File: config.mk
export PLATFORM = sky130hd
export DESIGN_NAME = roomPanelTop
export DESIGN_NICKNAME = d
export VERILOG_FILES = /design/src/source/displayPkg.sv /design/src/source/homePkg.sv /design/src/source/apbCommandPort.sv /design/src/source/drawSequencer.sv /design/src/source/tilePlacer.sv /design/src/source/screenClearer.sv /design/src/source/roomPanelTop.sv
export SDC_FILE = /design/constraint.sdc
export NUM_CORES = 1
export LEC_CHECK = 0
export BUFFER_PORTS_ARGS = -buffer_cell sky130_fd_sc_hd__buf_2
export CORE_MARGIN = 4
export CORE_UTILIZATION = 50
export DETAILED_ROUTE_END_ITERATION = 16
export GPL_ROUTABILITY_DRIVEN = 0
export GPL_TIMING_DRIVEN = 1
export PLACE_DENSITY = 0.78
export SYNTH_ARGS = -nofsm -noshare
export SYNTH_HDL_FRONTEND = slang
export SYNTH_SLANG_ARGS = --single-unit
File: constraint.sdc
create_clock -name clock -period 2.21 [get_ports clock]
set_input_delay 0.1105 -clock clock [delete_from_list [all_inputs] [get_ports clock]]
set_output_delay 0.1105 -clock clock [all_outputs]
set_load 0.01 [all_outputs]
File: src/source/displayPkg.sv
package displayPkg;

	// screen coordinates, 160x120 fits in 8 by 7 bits
	typedef logic [7:0] xCoordT; // pixel column
	typedef logic [6:0] yCoordT; // pixel row

	// 3-bit rgb colour
	typedef logic [2:0] colourT;

	localparam colourT colourBlack = 3'b000; // background and clear
	localparam colourT colourOn = 3'b110; // yellow, item switched on
	localparam colourT colourOff = 3'b111; // white, item switched off

	// one pixel as it leaves on the stream
	typedef struct packed {
		xCoordT x; // column
		yCoordT y; // row
		colourT colour; // rgb
	} pixelT;

	// edge of a status tile in pixels
	localparam int tileSize = 4;

endpackage

File: src/source/homePkg.sv
package homePkg;

	localparam int roomCount = 5; // rooms shown on the panel

	typedef logic [2:0] roomIdT; // room number, 0 to roomCount-1

	typedef enum logic {
		itemDoor = 1'b0,
		itemLight = 1'b1
	} itemT;

	// stored state of one room, bit 0 light and bit 1 door
	typedef struct packed {
		logic door;
		logic light;
	} roomStatusT;

	// one tile to draw
	typedef struct packed {
		roomIdT room;
		itemT item;
		logic on;
	} tileRequestT;

	// apb register map
	localparam logic [7:0] commandAddr = 8'h00; // write, room/item/on
	localparam logic [7:0] clearAddr = 8'h04; // write, blank the screen
	localparam logic [7:0] statusBaseAddr = 8'h08; // read, one word per room
	localparam int itemBit = 4; // command data bit, 1 is light
	localparam int onBit = 8; // command data bit, 1 is on

	// tile placement
	localparam int roomPitchX = 32;
	localparam int roomOriginX = 16;
	localparam int roomOriginY = 48;
	localparam int doorOffsetX = 8;

	// left column of a tile; door sits to the right of the light
	function automatic logic [7:0] tileBaseX(roomIdT room, itemT item);
		logic [7:0] base;
		base = 8'(roomPitchX * int'(room) + roomOriginX);
		return (item == itemDoor) ? 8'(base + doorOffsetX) : base;
	endfunction

endpackage

File: src/source/apbCommandPort.sv
module apbCommandPort (
	input logic clock,
	input logic reset,
	input logic psel,
	input logic penable,
	input logic pwrite,
	input logic [7:0] paddr,
	input logic [31:0] pwdata,
	output logic [31:0] prdata,
	output logic pready,
	output logic pslverr,
	output homePkg::tileRequestT startTile,
	output logic tileGo,
	output logic startClear,
	input logic jobDone
);
	import homePkg::*;

	typedef enum logic [1:0] {
		portIdle, // waiting for an access phase
		portBusy, // job running, pready held low
		portDone // job finished, complete the transfer
	} portStateT;

	portStateT portState;
	roomStatusT roomStatus [roomCount]; // status table, one entry per room

	logic accessStart; // first access cycle of a transfer
	logic isCommand;
	logic isClear;
	logic isStatus;
	logic [7:0] statusOffset; // address relative to the status block
	roomIdT statusRoom; // room addressed by a status read
	roomIdT commandRoom; // room carried in the command data
	logic roomOk;
	logic jobWrite; // write that starts a draw or clear
	logic badAccess; // unmapped address or room out of range

	assign accessStart = psel & penable & (portState == portIdle);

	// address decode
	assign isCommand = (paddr == commandAddr);
	assign isClear = (paddr == clearAddr);
	assign statusOffset = paddr - statusBaseAddr;
	assign isStatus = (paddr >= statusBaseAddr) && (paddr[1:0] == 2'b00)
		&& (statusOffset < 8'(4 * roomCount));
	assign statusRoom = roomIdT'(statusOffset >> 2);

	// command fields
	assign commandRoom = roomIdT'(pwdata[2:0]);
	assign roomOk = (commandRoom < roomCount);
	assign startTile = '{room: commandRoom, item: itemT'(pwdata[itemBit]), on: pwdata[onBit]};

	assign jobWrite = pwrite & ((isCommand & roomOk) | isClear);
	assign badAccess = pwrite ? ~jobWrite : ~isStatus; // status block is read only

	// job start pulses, only from the first access cycle
	assign tileGo = accessStart & pwrite & isCommand & roomOk;
	assign startClear = accessStart & pwrite & isClear;

	// reads and rejected writes finish at once, jobs wait for the sequencer
	assign pready = (portState == portDone) | (accessStart & ~jobWrite);
	assign pslverr = accessStart & badAccess;
	assign prdata = (accessStart & ~pwrite & isStatus)
		? {30'b0, roomStatus[statusRoom]} : 32'b0;

	always_ff @(posedge clock) begin
		if (reset) begin
			portState <= portIdle;
		end else begin
			case (portState)
				portIdle: if (accessStart & jobWrite) portState <= portBusy;
				portBusy: if (jobDone) portState <= portDone; // pready next cycle
				default: portState <= portIdle; // transfer ends here
			endcase
		end
	end

	// status table follows accepted commands
	always_ff @(posedge clock) begin
		if (reset) begin
			for (int r = 0; r < roomCount; r++) begin
				roomStatus[r] <= '0; // everything off
			end
		end else if (tileGo) begin
			if (startTile.item == itemLight) begin
				roomStatus[commandRoom].light <= startTile.on;
			end else begin
				roomStatus[commandRoom].door <= startTile.on;
			end
		end
	end

endmodule

File: src/source/drawSequencer.sv
module drawSequencer (
	input logic clock,
	input logic reset,
	input logic tileGo,
	input logic startClear,
	output logic jobDone,
	output logic tileStart,
	output logic clearStart,
	input displayPkg::pixelT tilePixel,
	input displayPkg::pixelT clearPixel,
	input logic tileLast,
	input logic clearLast,
	output logic tileAdvance,
	output logic clearAdvance,
	output displayPkg::pixelT pixelOut,
	output logic pixelValid,
	input logic pixelReady
);

	typedef enum logic [1:0] {
		seqIdle,
		seqTile, // placer owns the stream
		seqClear // clearer owns the stream
	} seqStateT;

	seqStateT seqState;
	seqStateT seqNext;

	// launch the worker in the same cycle so its first pixel is ready next cycle
	assign tileStart = (seqState == seqIdle) & tileGo;
	assign clearStart = (seqState == seqIdle) & ~tileGo & startClear;

	// the busy worker's pixel goes out
	assign pixelValid = (seqState != seqIdle);
	assign pixelOut = (seqState == seqClear) ? clearPixel : tilePixel;

	// a worker steps only when its pixel is taken
	assign tileAdvance = (seqState == seqTile) & pixelReady;
	assign clearAdvance = (seqState == seqClear) & pixelReady;

	// last transfer of the job
	assign jobDone = (tileAdvance & tileLast) | (clearAdvance & clearLast);

	always_comb begin
		seqNext = seqState;
		case (seqState)
			seqIdle: begin
				if (tileGo) begin
					seqNext = seqTile;
				end else if (startClear) begin
					seqNext = seqClear;
				end
			end
			seqTile: if (tileAdvance & tileLast) seqNext = seqIdle;
			seqClear: if (clearAdvance & clearLast) seqNext = seqIdle;
			default: seqNext = seqIdle;
		endcase
	end

	always_ff @(posedge clock) begin
		if (reset) begin
			seqState <= seqIdle;
		end else begin
			seqState <= seqNext;
		end
	end

endmodule

File: src/source/tilePlacer.sv
module tilePlacer (
	input logic clock,
	input logic reset,
	input logic tileStart,
	input homePkg::tileRequestT request,
	input logic advance,
	output displayPkg::pixelT pixel,
	output logic last
);
	import displayPkg::*;
	import homePkg::*;

	localparam int edgeBits = $clog2(tileSize); // bits per tile axis
	localparam int countBits = 2 * edgeBits;
	localparam logic [countBits-1:0] lastCount = countBits'(tileSize * tileSize - 1);
	localparam yCoordT baseY = yCoordT'(roomOriginY); // every tile shares this row

	tileRequestT heldRequest; // request of the tile being drawn
	logic [countBits-1:0] count; // pixel index inside the tile
	xCoordT baseX;

	// payload latch, no reset
	always_ff @(posedge clock) begin
		if (tileStart) begin
			heldRequest <= request;
		end
	end

	always_ff @(posedge clock) begin
		if (reset) begin
			count <= '0;
		end else if (tileStart) begin
			count <= '0;
		end else if (advance) begin
			count <= count + 1'b1; // wraps after the last pixel
		end
	end

	assign baseX = tileBaseX(heldRequest.room, heldRequest.item);

	// row-major, low count bits walk the columns
	assign pixel.x = baseX + xCoordT'(count[edgeBits-1:0]);
	assign pixel.y = baseY + yCoordT'(count[countBits-1:edgeBits]);
	assign pixel.colour = heldRequest.on ? colourOn : colourOff;

	assign last = (count == lastCount);

endmodule

File: src/source/screenClearer.sv
module screenClearer #(
	parameter int screenWidth = 160,
	parameter int screenHeight = 120
) (
	input logic clock,
	input logic reset,
	input logic clearStart,
	input logic advance,
	output displayPkg::pixelT pixel,
	output logic last
);
	import displayPkg::*;

	localparam xCoordT lastX = xCoordT'(screenWidth - 1);
	localparam yCoordT lastY = yCoordT'(screenHeight - 1);

	xCoordT xCount; // raster column
	yCoordT yCount; // raster row

	always_ff @(posedge clock) begin
		if (reset || clearStart) begin
			xCount <= '0;
			yCount <= '0;
		end else if (advance) begin
			if (xCount == lastX) begin
				xCount <= '0; // next row
				yCount <= (yCount == lastY) ? '0 : yCount + 1'b1;
			end else begin
				xCount <= xCount + 1'b1;
			end
		end
	end

	assign pixel = '{x: xCount, y: yCount, colour: colourBlack};
	assign last = (xCount == lastX) && (yCount == lastY); // bottom-right corner

endmodule

File: src/source/roomPanelTop.sv
module roomPanelTop #(
	parameter int screenWidth = 160,
	parameter int screenHeight = 120
) (
	input logic clock,
	input logic reset,
	input logic psel,
	input logic penable,
	input logic pwrite,
	input logic [7:0] paddr,
	input logic [31:0] pwdata,
	output logic [31:0] prdata,
	output logic pready,
	output logic pslverr,
	output displayPkg::pixelT pixelOut,
	output logic pixelValid,
	input logic pixelReady
);
	import displayPkg::*;
	import homePkg::*;

	tileRequestT tileRequest; // decoded command, valid with tileGo
	logic tileGo; // port wants a tile drawn
	logic startClear; // port wants a clear
	logic jobDone; // last pixel of the job taken

	logic tileStart; // sequencer launching the placer
	logic clearStart; // sequencer launching the clearer
	pixelT tilePixel;
	pixelT clearPixel;
	logic tileLast;
	logic clearLast;
	logic tileAdvance;
	logic clearAdvance;

	apbCommandPort apbCommandPort_i (
		.clock(clock),
		.reset(reset),
		.psel(psel),
		.penable(penable),
		.pwrite(pwrite),
		.paddr(paddr),
		.pwdata(pwdata),
		.prdata(prdata),
		.pready(pready),
		.pslverr(pslverr),
		.startTile(tileRequest),
		.tileGo(tileGo),
		.startClear(startClear),
		.jobDone(jobDone)
	);

	drawSequencer drawSequencer_i (
		.clock(clock),
		.reset(reset),
		.tileGo(tileGo),
		.startClear(startClear),
		.jobDone(jobDone),
		.tileStart(tileStart),
		.clearStart(clearStart),
		.tilePixel(tilePixel),
		.clearPixel(clearPixel),
		.tileLast(tileLast),
		.clearLast(clearLast),
		.tileAdvance(tileAdvance),
		.clearAdvance(clearAdvance),
		.pixelOut(pixelOut),
		.pixelValid(pixelValid),
		.pixelReady(pixelReady)
	);

	tilePlacer tilePlacer_i (
		.clock(clock),
		.reset(reset),
		.tileStart(tileStart),
		.request(tileRequest),
		.advance(tileAdvance),
		.pixel(tilePixel),
		.last(tileLast)
	);

	screenClearer #(
		.screenWidth(screenWidth),
		.screenHeight(screenHeight)
	) screenClearer_i (
		.clock(clock),
		.reset(reset),
		.clearStart(clearStart),
		.advance(clearAdvance),
		.pixel(clearPixel),
		.last(clearLast)
	);

endmodule

======== Word level (Yosys, flattened, before mapping) ========
Memories as Yosys holds them, arrays and structs flattened.
Cells that the tools add are included.
operators by class
  magnitude comparators ................... 3
  muxes and demuxes ....................... 28
  bitwise gates (word level) .............. 27
  add/sub/neg operators ................... 8
  reduce and logical (&&, ||, !) cells .... 14
  eq/ne operators ......................... 13
operators with widths
  cell                                                                                  count
  1-bit AND                                                                             20
  18-bit 2-to-1 mux                                                                     1
  2-bit 2-to-1 mux                                                                      9
  8-bit 2-to-1 mux                                                                      2
  1-bit 2-to-1 mux                                                                      12
  8-bit by 1-bit adder with 8-bit output (second input constant)                        1
  8-bit by 2-bit adder with 8-bit output                                                1
  8-bit by 4-bit adder with 8-bit output (second input constant)                        1
  8-bit by 5-bit adder with 8-bit output (second input constant)                        1
  8-bit by 3-bit equality test with 1-bit output (second input constant)                1
  8-bit equality test (second input constant)                                           1
  8-bit by 4-bit greater-or-equal comparator with 1-bit output (second input constant)  1
  8-bit logical NOT                                                                     1
  8-bit by 5-bit < comparator with 1-bit output (second input constant)                 1
  8-bit by 4-bit subtractor with 8-bit output (second input constant)                   1
  6-bit by 2-bit adder with 7-bit output (first input constant)                         1
  7-bit by 1-bit adder with 7-bit output (second input constant)                        1
  7-bit equality test (second input constant)                                           1
  7-bit 2-to-1 mux                                                                      1
  2-bit logical NOT                                                                     3
  2-bit inequality test (second input constant)                                         3
  2-bit one-hot mux with 3 select lines                                                 1
  4-bit by 1-bit adder with 4-bit output (second input constant)                        1
  2-bit by 1-bit equality test with 1-bit output (second input constant)                2
  15 further kinds                                                                      25
storage, ports and cells
  word-level logic and storage cells ...... 102
  flip-flop bits (word level) ............. 28
  memories ................................ 1
  bits in writable memories ............... 10
  input bits .............................. 46
  output and inout port bits .............. 53
memory list
  memory                       words  bits a word  read ports  clocked after Yosys merged registers in  wr ports  RTL line              text
  apbCommandPort_i.roomStatus  5      2            1           0                                        5         apbCommandPort.sv:26  roomStatusT roomStatus [roomCount];

======== Depth between registers and ports, before layout ========
  depth in word-level cells ............... 10
  mapped depth ............................ 7
  mapped depth without buffers ............ 6

======== By module ========
A second synthesis with hierarchy kept.
unflattened totals
  cells, all modules ...................... 302
  area, all modules ....................... 3109.2 um^2
modules (own cells, without submodules)
  module          cells an instance  times used  seq. area each (um^2)  area an instance (um^2)
  apbCommandPort  137                1           520.5                  1420.1
  screenClearer   85                 1           300.3                  804.5
  tilePlacer      39                 1           230.2                  449.2
  drawSequencer   41                 1           40.0                   435.4

======== Worst setup path after synthesis ========
No wires, ideal clock.
  path kind ............................... input to register
  start ................................... input paddr[3]
  end ..................................... memory apbCommandPort_i.roomStatus[2][1] in the netlist's numbering (enable)
  setup time .............................. 0.291 ns
  slack ................................... 0.455 ns
  stages .................................. 5
  arrival time ............................ 1.464 ns
  data required time ...................... 1.919 ns
  buffers on the path ..................... 1
  path through ............................ buf_6 > or4b_4 > nor4_4 > nor4b_2 > a21o_1
RTL lines
  item                RTL line              text
  start: declaration  roomPanelTop.sv:10    input logic [7:0] paddr,
  end: declaration    apbCommandPort.sv:26

======== Worst setup path in the final report ========
  start ................................... register apbCommandPort_i.portState[0]
  end ..................................... output prdata[1]
on the way
  word-level cells in the longest chain between the ends .. 5
ends and longest elaborated chain
  item                      RTL line              text
  start: declaration        apbCommandPort.sv:25  portStateT portState;
  start signal: assignment  apbCommandPort.sv:69  portState <= portIdle;
  start signal: assignment  apbCommandPort.sv:72  portIdle: if (accessStart & jobWrite) portState <= portBusy;
  start signal: assignment  apbCommandPort.sv:73  portBusy: if (jobDone) portState <= portDone;
  2-bit logical NOT         apbCommandPort.sv:39  assign accessStart = psel & penable & (portState == portIdle);
  1-bit AND                 apbCommandPort.sv:39
  1-bit AND (2 in a row)    apbCommandPort.sv:64  assign prdata = (accessStart & ~pwrite & isStatus)
  2-bit 2-to-1 mux          apbCommandPort.sv:65  ? {30'b0, roomStatus[statusRoom]} : 32'b0;
  end: declaration          roomPanelTop.sv:12    output logic [31:0] prdata,
No other way between the ends.

==> impl_metrics.toml <==
[power]
total_power_mw = 1.52
worst_ir_drop_vdd_mv = 0.288
p_leak_nw = 1.22
p_per_area_mw_per_mm2 = 509

[route]
vias = 2228
drtIter0Drc = 85
drc_errors = 0
viasPerCell = 5.38
drtAntennaViolNets = 0
routed_wl_um = 5680
routedWlPerCell_um = 13.7
dr.pass1.iters = 5

[timing]
setup_viol = 0
skew_ns = 0.0131
hold_viol = 0
rsz0062_at_grt = "no"
fin_crit_ns = 2.12
slew_viol_final = 0
holdWs_ns = 0.0931
clock.fmax_mhz = 472
fin_crit_sh = 0.958
setup_slack_ns = 0.0919
final.setup.tns_ns = 0

[layout]
postLayoutCoreUtil = 0.576
insertedDiodeCount = 0
fill_cells = 474
final_cell_mix = "buf_2 (41), nand2_1 (40), conb_1 (36), dfxtp_1 (23), nor2_1 (22)"
syn_to_final_growth_pct = 9.88
instances_no_fill = 414
fin_area_mm2 = 0.00298
nNetsFinal = 393
drive_gt1_frac = 0.198
layout_commonest_cell = "buf_2"

[synth]
synthCells = 297
ys_ff_latch = 44
synth.top_cell.area_share = 0.233
synthTopCellsByArea = "edfxtp_1 (23%), dfxtp_1 (17%), buf_4 (8.9%), nand2_1 (5.5%), mux4_2 (3.3%)"
synthArstFlopShare = 0
synth_ff_type = "dfxtp_1"
synth.distinct_cells = 52
synth_top_area_cell = "edfxtp_1"
syn_area_mm2 = 0.00271
synth_edf_count = 21
avgSynthCellArea_um2 = 9.13
yosysWarnings = 0
ys_seq_area_frac = 0.402

[place]
dp.cells = 406
port_buffers = 41
dpl-instance-area_mm2 = 0.00289
pre_cts_ws_ns = 0.204
place_hpwl_um = 4270

[run_status]
outcome = "completed"

[run]
max_cap_violations = 0

[worst_setup_path]
r2r_start = "apbCommandPort_i.portState[0]"
worst_ep_required_time_ns = 2.10
end_kind = "primary output"
critPathArrivalTime_ns = 2.01
crit_start = "apbCommandPort_i.portState[0]"
start_kind = "register"
path_class = "register to primary output"
worst-path-max-fanout = 3

[clock_tree]
h-tree-depth = 2
cts_buffers = 5
clock-sinks = 44
clk_latency_ns = 0.30
cts_tree = "done"
cts_buffer_depth = 2
root_buffer = "clkbuf_8"
cts_setup_buffers = 0
hold_buffers = 0
clk_pin_slew_worst_paths_ns = 0.08

[global_route]
overflow = 0
antenna_found_initial = 0
grt_pass1_vias = 2064
grt_max_degree = 16
grt_pass1_wl_um = 9300
gr-usage-all-layers = 0.180

[floorplan]
core_mm2 = 0.00517
die_w_um = 81.6
dieArea_mm2 = 0.00667
num_rows = 26
fp.dieH_um = 81.6
initial_utilization = 0.524
num_io_pins = 99

[worst_hold_path]
hold_start = "pwdata[1]"
hp-class = "primary input to register"
[power by group]
group / switching, mW / total (mW) / internal (mW)
combinational: 0.0968 / 0.148 / 0.0508
sequential: 0.00363 / 0.871 / 0.867
clock: 0.275 / 0.497 / 0.222
[synth_stat cells (2+ instances only)]
| master | number |
|---|---|
| nand2_1 | 40 |
| buf_4 | 32 |
| dfxtp_1 | 23 |
| nor2_1 | 22 |
| edfxtp_1 | 21 |
| nor3_1 | 15 |
| a21oi_1 | 14 |
| inv_1 | 11 |
| o21ai_0 | 9 |
| clkbuf_1 | 8 |
| nand3_1 | 7 |
| nand4_1 | 7 |
| and2_1 | 6 |
| nor2b_1 | 5 |
| o31ai_1 | 5 |
| xnor2_1 | 5 |
| xor2_1 | 5 |
| and3_1 | 4 |
| ha_1 | 4 |
| mux4_2 | 4 |
| nand2b_1 | 4 |
| a31o_2 | 3 |
| mux2i_1 | 3 |
| nor3b_1 | 3 |
| nor4_1 | 3 |
| a21o_1 | 2 |
| a41oi_1 | 2 |
| and3b_1 | 2 |
| buf_2 | 2 |
| nand3b_1 | 2 |
| nand4b_1 | 2 |
| or3_1 | 2 |
[registers in the layout, indices dropped and copies added (netlist names)]
signal and cells:
screenClearer_i.xCount 8, tilePlacer_i.heldRequest 5, screenClearer_i.yCount 7, tilePlacer_i.count 4, drawSequencer_i.seqState 2, apbCommandPort_i.roomStatus 16, apbCommandPort_i.portState 2
[final timing paths]
| check | end | slack, ns | cells after the start |
|---|---|---|---|
| max | prdata[1] | 0.09 | 5 |
| min reg2reg | screenClearer_i.xCount[2] | 0.51 | 2 |
| max reg2reg | apbCommandPort_i.roomStatus[4][0] | 0.23 | 4 |
| min | tilePlacer_i.heldRequest[3] | 0.09 | 1 |
[repair_timing]
| item | 4_1_cts | 5_1_grt |
|---|---|---|
| endpoints found under the hold margin | 0 | 0 |
| resized for setup | 0 | 1 |
| setup endpoints to repair | 0 | 2 |
[critical path, cell delays in order, from the launching register on]
cell	delay, ns
dfxtp_1	0.33
nor4bb_2	0.37
nand2_1	0.14
or4_1	0.60
nor2_1	0.14
buf_2	0.14
[metal layers]
| metal | part of all wire | vias up | track usage | routed length [um] |
|---|---|---|---|---|
| li1 | - | 1087 | - | - |
| met3 | 0.078 | 8 | 0.0461 | 441 |
| met1 | 0.43 | 1047 | 0.227 | 2420 |
| met5 | 0 | - | 0 | 0 |
| met4 | 0.016 | 0 | 0.0648 | 89 |
| met2 | 0.48 | 86 | 0.300 | 2730 |
[cells by family after synthesis]
family          count (synthesis)  share of synthesized area
buf+inv                        54                      0.123
other cells                     1                    0.00138
mux                             7                     0.0443
flops                          44                      0.402
fa+ha+maj                       4                     0.0185
compound gates                 43                      0.105
simple gates                  134                      0.273
xor+xnor                       10                     0.0323
[cell type report]
type,count,area [um2],area share
sequential,44,1090,0.366
clock inverter,2,11.3,0.00378
tap,70,87.6,0.0294
timing repair buffer,47,250,0.0840
multi-input combinational,234,1430,0.478
clock buffer,6,72.6,0.0244
inverter,11,41.3,0.0139
Power figures use the tool's default switching activity.
